===== config.mk =====
export PLATFORM = sky130hd
export DESIGN_NAME = spike_monitor_top
export DESIGN_NICKNAME = d
export VERILOG_FILES = /design/src/hdl/spike_pkg.sv /design/src/hdl/spike_axil_regs.sv /design/src/hdl/spike_counter.sv /design/src/hdl/spike_monitor_top.sv /design/src/hdl/spike_sync.sv /design/src/hdl/window_timer.sv
export SDC_FILE = /design/constraint.sdc
export NUM_CORES = 1
export LEC_CHECK = 0
export BUFFER_PORTS_ARGS = -buffer_cell sky130_fd_sc_hd__buf_2
export CORE_MARGIN = 5
export CORE_UTILIZATION = 45
export CTS_BUF_LIST = sky130_fd_sc_hd__clkbuf_4 sky130_fd_sc_hd__clkbuf_8
export CTS_CLUSTER_DIAMETER = 120
export DETAILED_ROUTE_END_ITERATION = 6
export GPL_ROUTABILITY_DRIVEN = 0
export PLACE_DENSITY = 0.69
export SYNTH_ARGS = -nofsm -noshare
export SYNTH_HDL_FRONTEND = slang
export SYNTH_HIERARCHICAL = 1
export SYNTH_SLANG_ARGS = --single-unit

===== constraint.sdc =====
create_clock -name reset -period 6.9 [get_ports reset]
set_clock_uncertainty 0.15 [all_clocks]
set_input_delay 1.38 -clock reset [delete_from_list [all_inputs] [get_ports reset]]
set_output_delay 1.38 -clock reset [all_outputs]
set_load 0.02 [all_outputs]

===== src/hdl/spike_pkg.sv =====
package spike_pkg;

    // channel count and datapath widths
    localparam int NUM_CHANNELS = 4;
    localparam int COUNT_W      = 16;
    localparam int WIN_W        = 24;

    // axi4-lite bus widths
    localparam int AXI_ADDR_W   = 8;
    localparam int AXI_DATA_W   = 32;

    // spike count of one window
    typedef logic [COUNT_W-1:0]    count_t;
    // window length in clock cycles
    typedef logic [WIN_W-1:0]      win_len_t;
    // number of completed windows
    typedef logic [WIN_W-1:0]      win_idx_t;
    typedef logic [AXI_ADDR_W-1:0] axi_addr_t;
    typedef logic [AXI_DATA_W-1:0] axi_data_t;

    // register map, byte offsets
    localparam axi_addr_t REG_CTRL       = 8'h00;
    localparam axi_addr_t REG_WIN_LEN    = 8'h04;
    localparam axi_addr_t REG_WIN_IDX    = 8'h08;
    // channel n sits at base + 4*n
    localparam axi_addr_t REG_COUNT_BASE = 8'h10;

    // window length after reset
    localparam win_len_t DEFAULT_WIN_LEN = 24'd1000;
    // shorter windows get clamped up to this
    localparam win_len_t MIN_WIN_LEN     = 24'd4;

    // axi response codes
    localparam logic [1:0] RESP_OKAY   = 2'b00;
    localparam logic [1:0] RESP_SLVERR = 2'b10;

endpackage


===== src/hdl/spike_axil_regs.sv =====
`timescale 1ns/1ns

module spike_axil_regs (
    input  logic                                              reset,
    input  logic                                              slow_clk,
    // write address and data
    input  spike_pkg::axi_addr_t                              awaddr,
    input  logic                                              awvalid,
    output logic                                              awready,
    input  spike_pkg::axi_data_t                              wdata,
    input  logic [spike_pkg::AXI_DATA_W/8-1:0]                wstrb,
    input  logic                                              wvalid,
    output logic                                              wready,
    // write response
    output logic [1:0]                                        bresp,
    output logic                                              bvalid,
    input  logic                                              bready,
    // read address
    input  spike_pkg::axi_addr_t                              araddr,
    input  logic                                              arvalid,
    output logic                                              arready,
    // read data
    output spike_pkg::axi_data_t                              rdata,
    output logic [1:0]                                        rresp,
    output logic                                              rvalid,
    input  logic                                              rready,
    // status from the datapath
    input  logic [spike_pkg::NUM_CHANNELS*spike_pkg::COUNT_W-1:0] count_bus,
    input  spike_pkg::win_idx_t                               win_idx,
    // control to the datapath
    output logic                                              enable,
    output spike_pkg::win_len_t                               win_len
);

    // shared by the read and the write fsm
    typedef enum logic [1:0] {
        ST_IDLE,
        ST_ACCEPT,
        ST_RESP
    } axi_state_t;

    axi_state_t           wr_state;
    axi_state_t           rd_state;
    // write data merged with the old register under wstrb
    spike_pkg::axi_data_t len_merged;
    spike_pkg::win_len_t  len_floored;
    // read mux result
    spike_pkg::axi_data_t rd_value;
    logic                 rd_ok;
    // offset into the count block
    spike_pkg::axi_addr_t ch_off;

    // ready and valid straight from state
    assign awready = (wr_state == ST_ACCEPT);
    assign wready  = (wr_state == ST_ACCEPT);
    assign bvalid  = (wr_state == ST_RESP);
    assign arready = (rd_state == ST_ACCEPT);
    assign rvalid  = (rd_state == ST_RESP);

    // byte-lane merge for the window length
    always_comb begin
        len_merged = spike_pkg::axi_data_t'(win_len);
        for (int b = 0; b < spike_pkg::AXI_DATA_W / 8; b++) begin
            if (wstrb[b]) begin
                len_merged[b*8 +: 8] = wdata[b*8 +: 8];
            end
        end
        // upper byte is dropped, register is 24 bits
        len_floored = len_merged[spike_pkg::WIN_W-1:0];
        if (len_floored < spike_pkg::MIN_WIN_LEN) begin
            len_floored = spike_pkg::MIN_WIN_LEN;
        end
    end

    // write fsm
    // waits for aw and w together, acks both in one cycle
    always_ff @(posedge reset or posedge slow_clk) begin
        if (slow_clk) begin
            wr_state <= ST_IDLE;
            enable   <= 1'b0;
            win_len  <= spike_pkg::DEFAULT_WIN_LEN;
        end else begin
            case (wr_state)
                ST_IDLE: begin
                    if (awvalid && wvalid) begin
                        wr_state <= ST_ACCEPT;
                    end
                end
                ST_ACCEPT: begin
                    // handshake completes this cycle
                    if (awaddr == spike_pkg::REG_CTRL && wstrb[0]) begin
                        enable <= wdata[0];
                    end else if (awaddr == spike_pkg::REG_WIN_LEN) begin
                        win_len <= len_floored;
                    end
                    wr_state <= ST_RESP;
                end
                ST_RESP: begin
                    if (bready) begin
                        wr_state <= ST_IDLE;
                    end
                end
                default: wr_state <= ST_IDLE;
            endcase
        end
    end

    // write response code, only the two rw registers are writable
    always_ff @(posedge reset) begin
        if (wr_state == ST_ACCEPT) begin
            if (awaddr == spike_pkg::REG_CTRL || awaddr == spike_pkg::REG_WIN_LEN) begin
                bresp <= spike_pkg::RESP_OKAY;
            end else begin
                bresp <= spike_pkg::RESP_SLVERR;
            end
        end
    end

    // read address decode
    always_comb begin
        rd_value = '0;
        rd_ok    = 1'b1;
        ch_off   = araddr - spike_pkg::REG_COUNT_BASE;
        if (araddr == spike_pkg::REG_CTRL) begin
            rd_value = spike_pkg::axi_data_t'(enable);
        end else if (araddr == spike_pkg::REG_WIN_LEN) begin
            rd_value = spike_pkg::axi_data_t'(win_len);
        end else if (araddr == spike_pkg::REG_WIN_IDX) begin
            rd_value = spike_pkg::axi_data_t'(win_idx);
        end else if (araddr >= spike_pkg::REG_COUNT_BASE &&
                     araddr < spike_pkg::REG_COUNT_BASE + 4 * spike_pkg::NUM_CHANNELS &&
                     araddr[1:0] == 2'b00) begin
            // word index picks the channel
            rd_value = spike_pkg::axi_data_t'(
                count_bus[ch_off[spike_pkg::AXI_ADDR_W-1:2] * spike_pkg::COUNT_W +:
                          spike_pkg::COUNT_W]);
        end else begin
            // unmapped reads back zero
            rd_ok = 1'b0;
        end
    end

    // read fsm
    always_ff @(posedge reset or posedge slow_clk) begin
        if (slow_clk) begin
            rd_state <= ST_IDLE;
        end else begin
            case (rd_state)
                ST_IDLE: begin
                    if (arvalid) begin
                        rd_state <= ST_ACCEPT;
                    end
                end
                ST_ACCEPT: rd_state <= ST_RESP;
                ST_RESP: begin
                    // hold until the master takes it
                    if (rready) begin
                        rd_state <= ST_IDLE;
                    end
                end
                default: rd_state <= ST_IDLE;
            endcase
        end
    end

    // capture on the ar handshake, stable while rvalid is up
    always_ff @(posedge reset) begin
        if (rd_state == ST_ACCEPT) begin
            rdata <= rd_value;
            rresp <= rd_ok ? spike_pkg::RESP_OKAY : spike_pkg::RESP_SLVERR;
        end
    end

endmodule


===== src/hdl/spike_counter.sv =====
`timescale 1ns/1ns

module spike_counter (
    input  logic              reset,
    input  logic              slow_clk,
    input  logic              spike_edge,
    input  logic              window_end,
    output spike_pkg::count_t int_cnt_out
);

    // running count of the open window
    spike_pkg::count_t cnt;
    // count including this cycle's edge
    spike_pkg::count_t cnt_next;
    logic              at_max;

    // all ones means saturated
    assign at_max = (cnt == {spike_pkg::COUNT_W{1'b1}});

    // add the edge unless already pinned at max
    always_comb begin
        cnt_next = cnt;
        if (spike_edge && !at_max) begin
            cnt_next = cnt + 1'b1;
        end
    end

    // running counter
    always_ff @(posedge reset or posedge slow_clk) begin
        if (slow_clk) begin
            cnt <= '0;
        end else if (window_end) begin
            // restart for the next window
            cnt <= '0;
        end else begin
            cnt <= cnt_next;
        end
    end

    // latched result of the last full window
    always_ff @(posedge reset or posedge slow_clk) begin
        if (slow_clk) begin
            int_cnt_out <= '0;
        end else if (window_end) begin
            // edge in the boundary cycle belongs to the ending window,
            // so nothing is dropped between windows
            int_cnt_out <= cnt_next;
        end
    end

    // int_cnt_out updates one clock after window_end
    // it holds until the next boundary, even with a zero count

endmodule


===== src/hdl/spike_monitor_top.sv =====
`timescale 1ns/1ns

module spike_monitor_top (
    input  logic                               reset,
    input  logic                               slow_clk,
    // asynchronous spike inputs
    input  logic [spike_pkg::NUM_CHANNELS-1:0] spike,
    // axi4-lite slave
    input  spike_pkg::axi_addr_t               awaddr,
    input  logic                               awvalid,
    output logic                               awready,
    input  spike_pkg::axi_data_t               wdata,
    input  logic [spike_pkg::AXI_DATA_W/8-1:0] wstrb,
    input  logic                               wvalid,
    output logic                               wready,
    output logic [1:0]                         bresp,
    output logic                               bvalid,
    input  logic                               bready,
    input  spike_pkg::axi_addr_t               araddr,
    input  logic                               arvalid,
    output logic                               arready,
    output spike_pkg::axi_data_t               rdata,
    output logic [1:0]                         rresp,
    output logic                               rvalid,
    input  logic                               rready
);

    // synchronized edges, one per channel
    logic [spike_pkg::NUM_CHANNELS-1:0] spike_edge;
    // edges that reach the counters
    logic [spike_pkg::NUM_CHANNELS-1:0] counted_edge;
    logic                               window_end;
    spike_pkg::win_idx_t                win_idx;
    logic                               enable;
    spike_pkg::win_len_t                win_len;
    // latched counts, channel 0 in the low bits
    logic [spike_pkg::NUM_CHANNELS*spike_pkg::COUNT_W-1:0] count_bus;

    // front end for all channels
    spike_sync u_sync (
        .reset      (reset),
        .slow_clk   (slow_clk),
        .spike      (spike),
        .spike_edge (spike_edge)
    );

    // no counting while disabled
    assign counted_edge = spike_edge & {spike_pkg::NUM_CHANNELS{enable}};

    // window generator
    window_timer u_timer (
        .reset      (reset),
        .slow_clk   (slow_clk),
        .enable     (enable),
        .win_len    (win_len),
        .window_end (window_end),
        .win_idx    (win_idx)
    );

    // one counter per channel
    for (genvar ch = 0; ch < spike_pkg::NUM_CHANNELS; ch++) begin : g_chan
        spike_counter u_counter (
            .reset       (reset),
            .slow_clk    (slow_clk),
            .spike_edge  (counted_edge[ch]),
            .window_end  (window_end),
            .int_cnt_out (count_bus[ch*spike_pkg::COUNT_W +: spike_pkg::COUNT_W])
        );
    end

    // software access
    spike_axil_regs u_regs (
        .reset     (reset),
        .slow_clk  (slow_clk),
        .awaddr    (awaddr),
        .awvalid   (awvalid),
        .awready   (awready),
        .wdata     (wdata),
        .wstrb     (wstrb),
        .wvalid    (wvalid),
        .wready    (wready),
        .bresp     (bresp),
        .bvalid    (bvalid),
        .bready    (bready),
        .araddr    (araddr),
        .arvalid   (arvalid),
        .arready   (arready),
        .rdata     (rdata),
        .rresp     (rresp),
        .rvalid    (rvalid),
        .rready    (rready),
        .count_bus (count_bus),
        .win_idx   (win_idx),
        .enable    (enable),
        .win_len   (win_len)
    );

endmodule


===== src/hdl/spike_sync.sv =====
`timescale 1ns/1ns

module spike_sync (
    input  logic                              reset,
    input  logic                              slow_clk,
    input  logic [spike_pkg::NUM_CHANNELS-1:0] spike,
    output logic [spike_pkg::NUM_CHANNELS-1:0] spike_edge
);

    // first and second synchronizer stages
    logic [spike_pkg::NUM_CHANNELS-1:0] sync_q1;
    logic [spike_pkg::NUM_CHANNELS-1:0] sync_q2;
    // previous synchronized level, for edge detect
    logic [spike_pkg::NUM_CHANNELS-1:0] level_q;

    // two-flop synchronizer, one bit per channel
    always_ff @(posedge reset or posedge slow_clk) begin
        if (slow_clk) begin
            sync_q1 <= '0;
            sync_q2 <= '0;
        end else begin
            sync_q1 <= spike;
            sync_q2 <= sync_q1;
        end
    end

    // remember last level and register the edge pulse
    // so the counters see a clean one-cycle strobe
    always_ff @(posedge reset or posedge slow_clk) begin
        if (slow_clk) begin
            level_q    <= '0;
            spike_edge <= '0;
        end else begin
            level_q    <= sync_q2;
            // rising level only
            spike_edge <= sync_q2 & ~level_q;
        end
    end

    // input edge to pulse is three clocks
    // spike must stay high for two clocks or it may be missed

endmodule


===== src/hdl/window_timer.sv =====
`timescale 1ns/1ns

module window_timer (
    input  logic                reset,
    input  logic                slow_clk,
    input  logic                enable,
    input  spike_pkg::win_len_t win_len,
    output logic                window_end,
    output spike_pkg::win_idx_t win_idx
);

    // position inside the current window
    spike_pkg::win_len_t cyc_cnt;
    // length frozen for the running window
    spike_pkg::win_len_t cur_len;

    // last cycle of the window
    // cur_len never drops below the min, so the subtract is safe
    assign window_end = enable && (cyc_cnt == cur_len - 1'b1);

    always_ff @(posedge reset or posedge slow_clk) begin
        if (slow_clk) begin
            cyc_cnt <= '0;
            cur_len <= spike_pkg::DEFAULT_WIN_LEN;
            win_idx <= '0;
        end else if (!enable) begin
            // idle, hold at window start
            cyc_cnt <= '0;
            // keep tracking the register so the first window uses it
            cur_len <= win_len;
        end else if (window_end) begin
            cyc_cnt <= '0;
            // new length picked up only at a window boundary
            cur_len <= win_len;
            win_idx <= win_idx + 1'b1;
        end else begin
            cyc_cnt <= cyc_cnt + 1'b1;
        end
    end

    // win_idx is free running and wraps after 2^24 windows
    // enable low just parks the cycle counter

endmodule


==> PnR_summary.wiki <==
{| class="wikitable"
! Metric !! Value
|-
| Required time worst endpoint || 7.18 ns
|-
| Most used cells in the layout excluding fill and tap cells || dfrtp_1, nor2_1, buf_2
|-
| Antenna-violating nets left || 0
|-
| Final critical path time including I/O delays and setup || 4.45 ns
|-
| Maximum fanout count along the critical path || 32
|-
| Setup WS pre-CTS || 2.45 ns
|-
| Number of vias after detailed routing || 10600
|-
| Share of final-layout standard cells stronger than drive strength 1 || 0.208
|-
| Worst flop-to-flop path startpoint || u_timer/cur_len[0]
|-
| Number of cells in the finished layout apart from fillers || 1813
|-
| Cells after Synth || 1291
|-
| Rows || 64
|-
| Post-Synthesis Mean Instance Area || 10.7 sq um
|-
| Total wire length || 33.7 mm
|-
| Die area || 34400 sq um
|-
| First-pass DRT Iterations || 6
|-
| Final Max Slew Viols || 0
|-
| Util after Layout || 0.514
|-
| Reg2reg setup slack || between 2 and 2.5 ns
|-
| Core region area || 30500 sq um
|-
| Share of synthesized cell area in full adder, half adder and majority cells || 0.00902
|-
| Die width || 186 um
|-
| Total Power Consumption || roughly 3.7 mW
|-
| Yosys warns || 6
|-
| Post-synth design cell area || 13900 sq um
|-
| Crit path launch || u_timer/cur_len[0]
|-
| Post-synthesis compound-gate area fraction || 0.120
|-
| First-pass GRT wire length || ~54 mm
|-
| Kind of start point of the critical path || register
|-
| Number of antenna violations at the first check in global routing || 0
|-
| Antenna diode instance count || 0
|-
| Reg2Reg Depth || 10
|-
| CTS H-tree lvls || 2
|-
| Area of all placed cells without fillers || between 15000 and 20000 sq um
|-
| FFs w/ async S/R, synth || 0.904
|-
| Overflow left after global routing || 0
|-
| Leakage power figure || 6.67 nW
|-
| TritonCTS Buffers || 47
|-
| Hold Worst Slack || between 0.15 and 0.2 ns
|-
| Maximum number of pins on one net before global-route repair || 51
|-
| Setup Viol. Count Final || 0
|-
| Crit Path Class || register to register
|-
| Fin Setup TNS || 0 ns
|-
| Root Buffer || clkbuf_8
|-
| Min-Delay Path Class || register to register
|-
| Data arrival time of the critical path || roughly 4.7 ns
|-
| Max_cap viols || 0
|-
| Number of flops mapped to enable cells by yosys || 26
|-
| TritonCTS clock tree || yes
|-
| Final period utilization || 0.645
|-
| Post-cts sizing count || 0
|-
| Area grow syn2layout || 13.0%
|-
| PD cells || 234 nW/um^2
|-
| Port bufs || 84
|-
| Avg WL per Cell || 18.6 um
|-
| Xor and xnor fraction of the mapped netlist area || 0.0480
|-
| Number of failing hold endpoints at the final stage || 0
|-
| Detailed-route DRC error count || 0
|-
| Result of the run || finished clean
|-
| Fill cells || 2717
|-
| Leading register cell type out of synthesis || dfrtp_1
|-
| Setup repair after global routing missed its margin || no
|-
| Number of placed instances with taps included || about 1700
|-
| Number of design-rule violations left by the first detailed-router iteration || ~1000
|-
| Total placed instance area || 14500 sq um
|-
| Post-detail-place hpwl || 24.3 mm
|-
| Worst Max-Slew Pin Slew || 1.11 ns
|-
| Initial core utilization || 0.455
|-
| Synthesized flop and latch total || 271
|-
| CTS hold repair buffers || 0
|-
| Number of sinks on the clock net || 271
|-
| Max Root-Sink Buffers || 3
|-
| Relative slew margins || 0.260
|-
| Combinational family with the most area after synthesis || simple AND/OR/NAND/NOR gates
|-
| Worst skew pair latency || 0.56 ns
|-
| Worst r2r dst || u_timer/cur_len[11]
|-
| Top-level port count || ~100
|-
| Aggregate global-route resource usage || 0.195
|-
| Post-layout net count || 1452
|-
| Worst-path clk slew || 0.06 ns
|-
| Final worst slack || 2.45 ns
|-
| Most frequent standard cell in the layout excluding fill and tap cells || dfrtp_1
|-
| Routed via count divided by cell count || roughly 6
|-
| Vias in the first global route || 10100
|-
| Proportion of synthesized area in mux cells || 0.0777
|-
| Endpoint of the most critical setup path || u_timer/cur_len[11]
|-
| Sequential share of the synthesized area || 0.499
|-
| Max frequency || 225 MHz
|-
| Post-CTS Setup Repair Bufs || 0
|-
| Type of element capturing the critical path || register
|-
| Synth unique cells || 82
|-
| Post-synthesis share of cell area spent on and, or, nand and nor gates || 0.206
|-
| VDD IR max || ~0.00014 V
|-
| Die extent in y || ~190 um
|}
-- routing by layer --
metal / wire length [um] / global-route usage
met5: 0 / 0
met4: 680 / 0.0510
met3: 2120 / 0.0317
met2: 15700 / 0.309
met1: 15200 / 0.281
-- critical path, cell delays in order, from the launching register on --
cell and delay [ns]:
dfrtp_1 0.42, inv_1 0.10, ha_1 0.19, nor3b_2 0.50, nand4_1 0.43, a211o_1 0.34, a21oi_1 0.13, a21oi_1 0.13
o41ai_4 1.05, buf_4 0.50, mux2_2 0.38
-- synthesized netlist by cell type, drive strengths merged (27+ instances only) --
master | n | share of area
xnor2 | 51 | 0.032
a21oi | 64 | 0.024
nand3 | 55 | 0.024
nor3 | 27 | 0.010
dfrtp | 233 | 0.42
nor2 | 111 | 0.030
nand2 | 74 | 0.022
mux2 | 48 | 0.039
inv | 43 | 0.012
o31ai | 30 | 0.016
buf | 34 | 0.017
o21ai | 52 | 0.019
a31oi | 34 | 0.015
nand4 | 48 | 0.023
and3 | 27 | 0.013
nor4 | 32 | 0.019
or3 | 27 | 0.012
clkbuf | 32 | 0.0095
-- how the worst min path moves through the flow --
stage                            from           endpoint  slack [ns]  cells after the start
floorplan           u_sync/sync_q1[0]  u_sync/sync_q2[0]        0.18                      0
global route        u_sync/sync_q1[3]  u_sync/sync_q2[3]        0.21                      0
global placement    u_sync/sync_q1[3]  u_sync/sync_q2[3]        0.18                      0
CTS                 u_sync/sync_q1[3]  u_sync/sync_q2[3]        0.20                      0
detailed placement  u_sync/sync_q1[3]  u_sync/sync_q2[3]        0.19                      0
finish              u_sync/sync_q1[3]  u_sync/sync_q2[3]        0.20                      0
-- area by class of cell --
| class | count | area [sq um] | area share |
|---|---|---|---|
| clock buffers | 67 | 841 | 0.0536 |
| clock inverters | 20 | 288 | 0.0184 |
| flip-flops and latches | 271 | 6930 | 0.442 |
| repair buffers | 96 | 510 | 0.0326 |
| inverters | 47 | 176 | 0.0113 |
| multi-input cells | 916 | 6440 | 0.411 |
| well taps | 396 | 495 | 0.0316 |
-- sequential cells by signal, summed over array words and instances, names as in the netlist, 24 cells and up --
register,count
g_chan.u_counter/cnt,64
g_chan.u_counter/int_cnt_out,64
u_regs/rdata,24
u_regs/win_len,24
u_timer/cur_len,24
u_timer/cyc_cnt,24
u_timer/win_idx,24
-- power by group --
group	switching, mW	internal, mW	total [mW]	leakage [nW]
logic	0.166	0.0724	0.239	2.49
clock network	0.685	1.06	1.74	0.597
registers	0.0257	1.67	1.69	3.59
total	0.877	2.80	3.67	6.67
-- kinds of logic (layout without fill, tap and decap cells) --
group           Yosys count  count (layout)
other cells               1              10
compound gates          247             247
xor+xnor                 76              76
simple gates            492             492
flops                   271             271
mux                      81              81
buf+inv                 113             230
fa+ha+maj                10              10
Note: power is estimated with default switching activity, not from simulation.
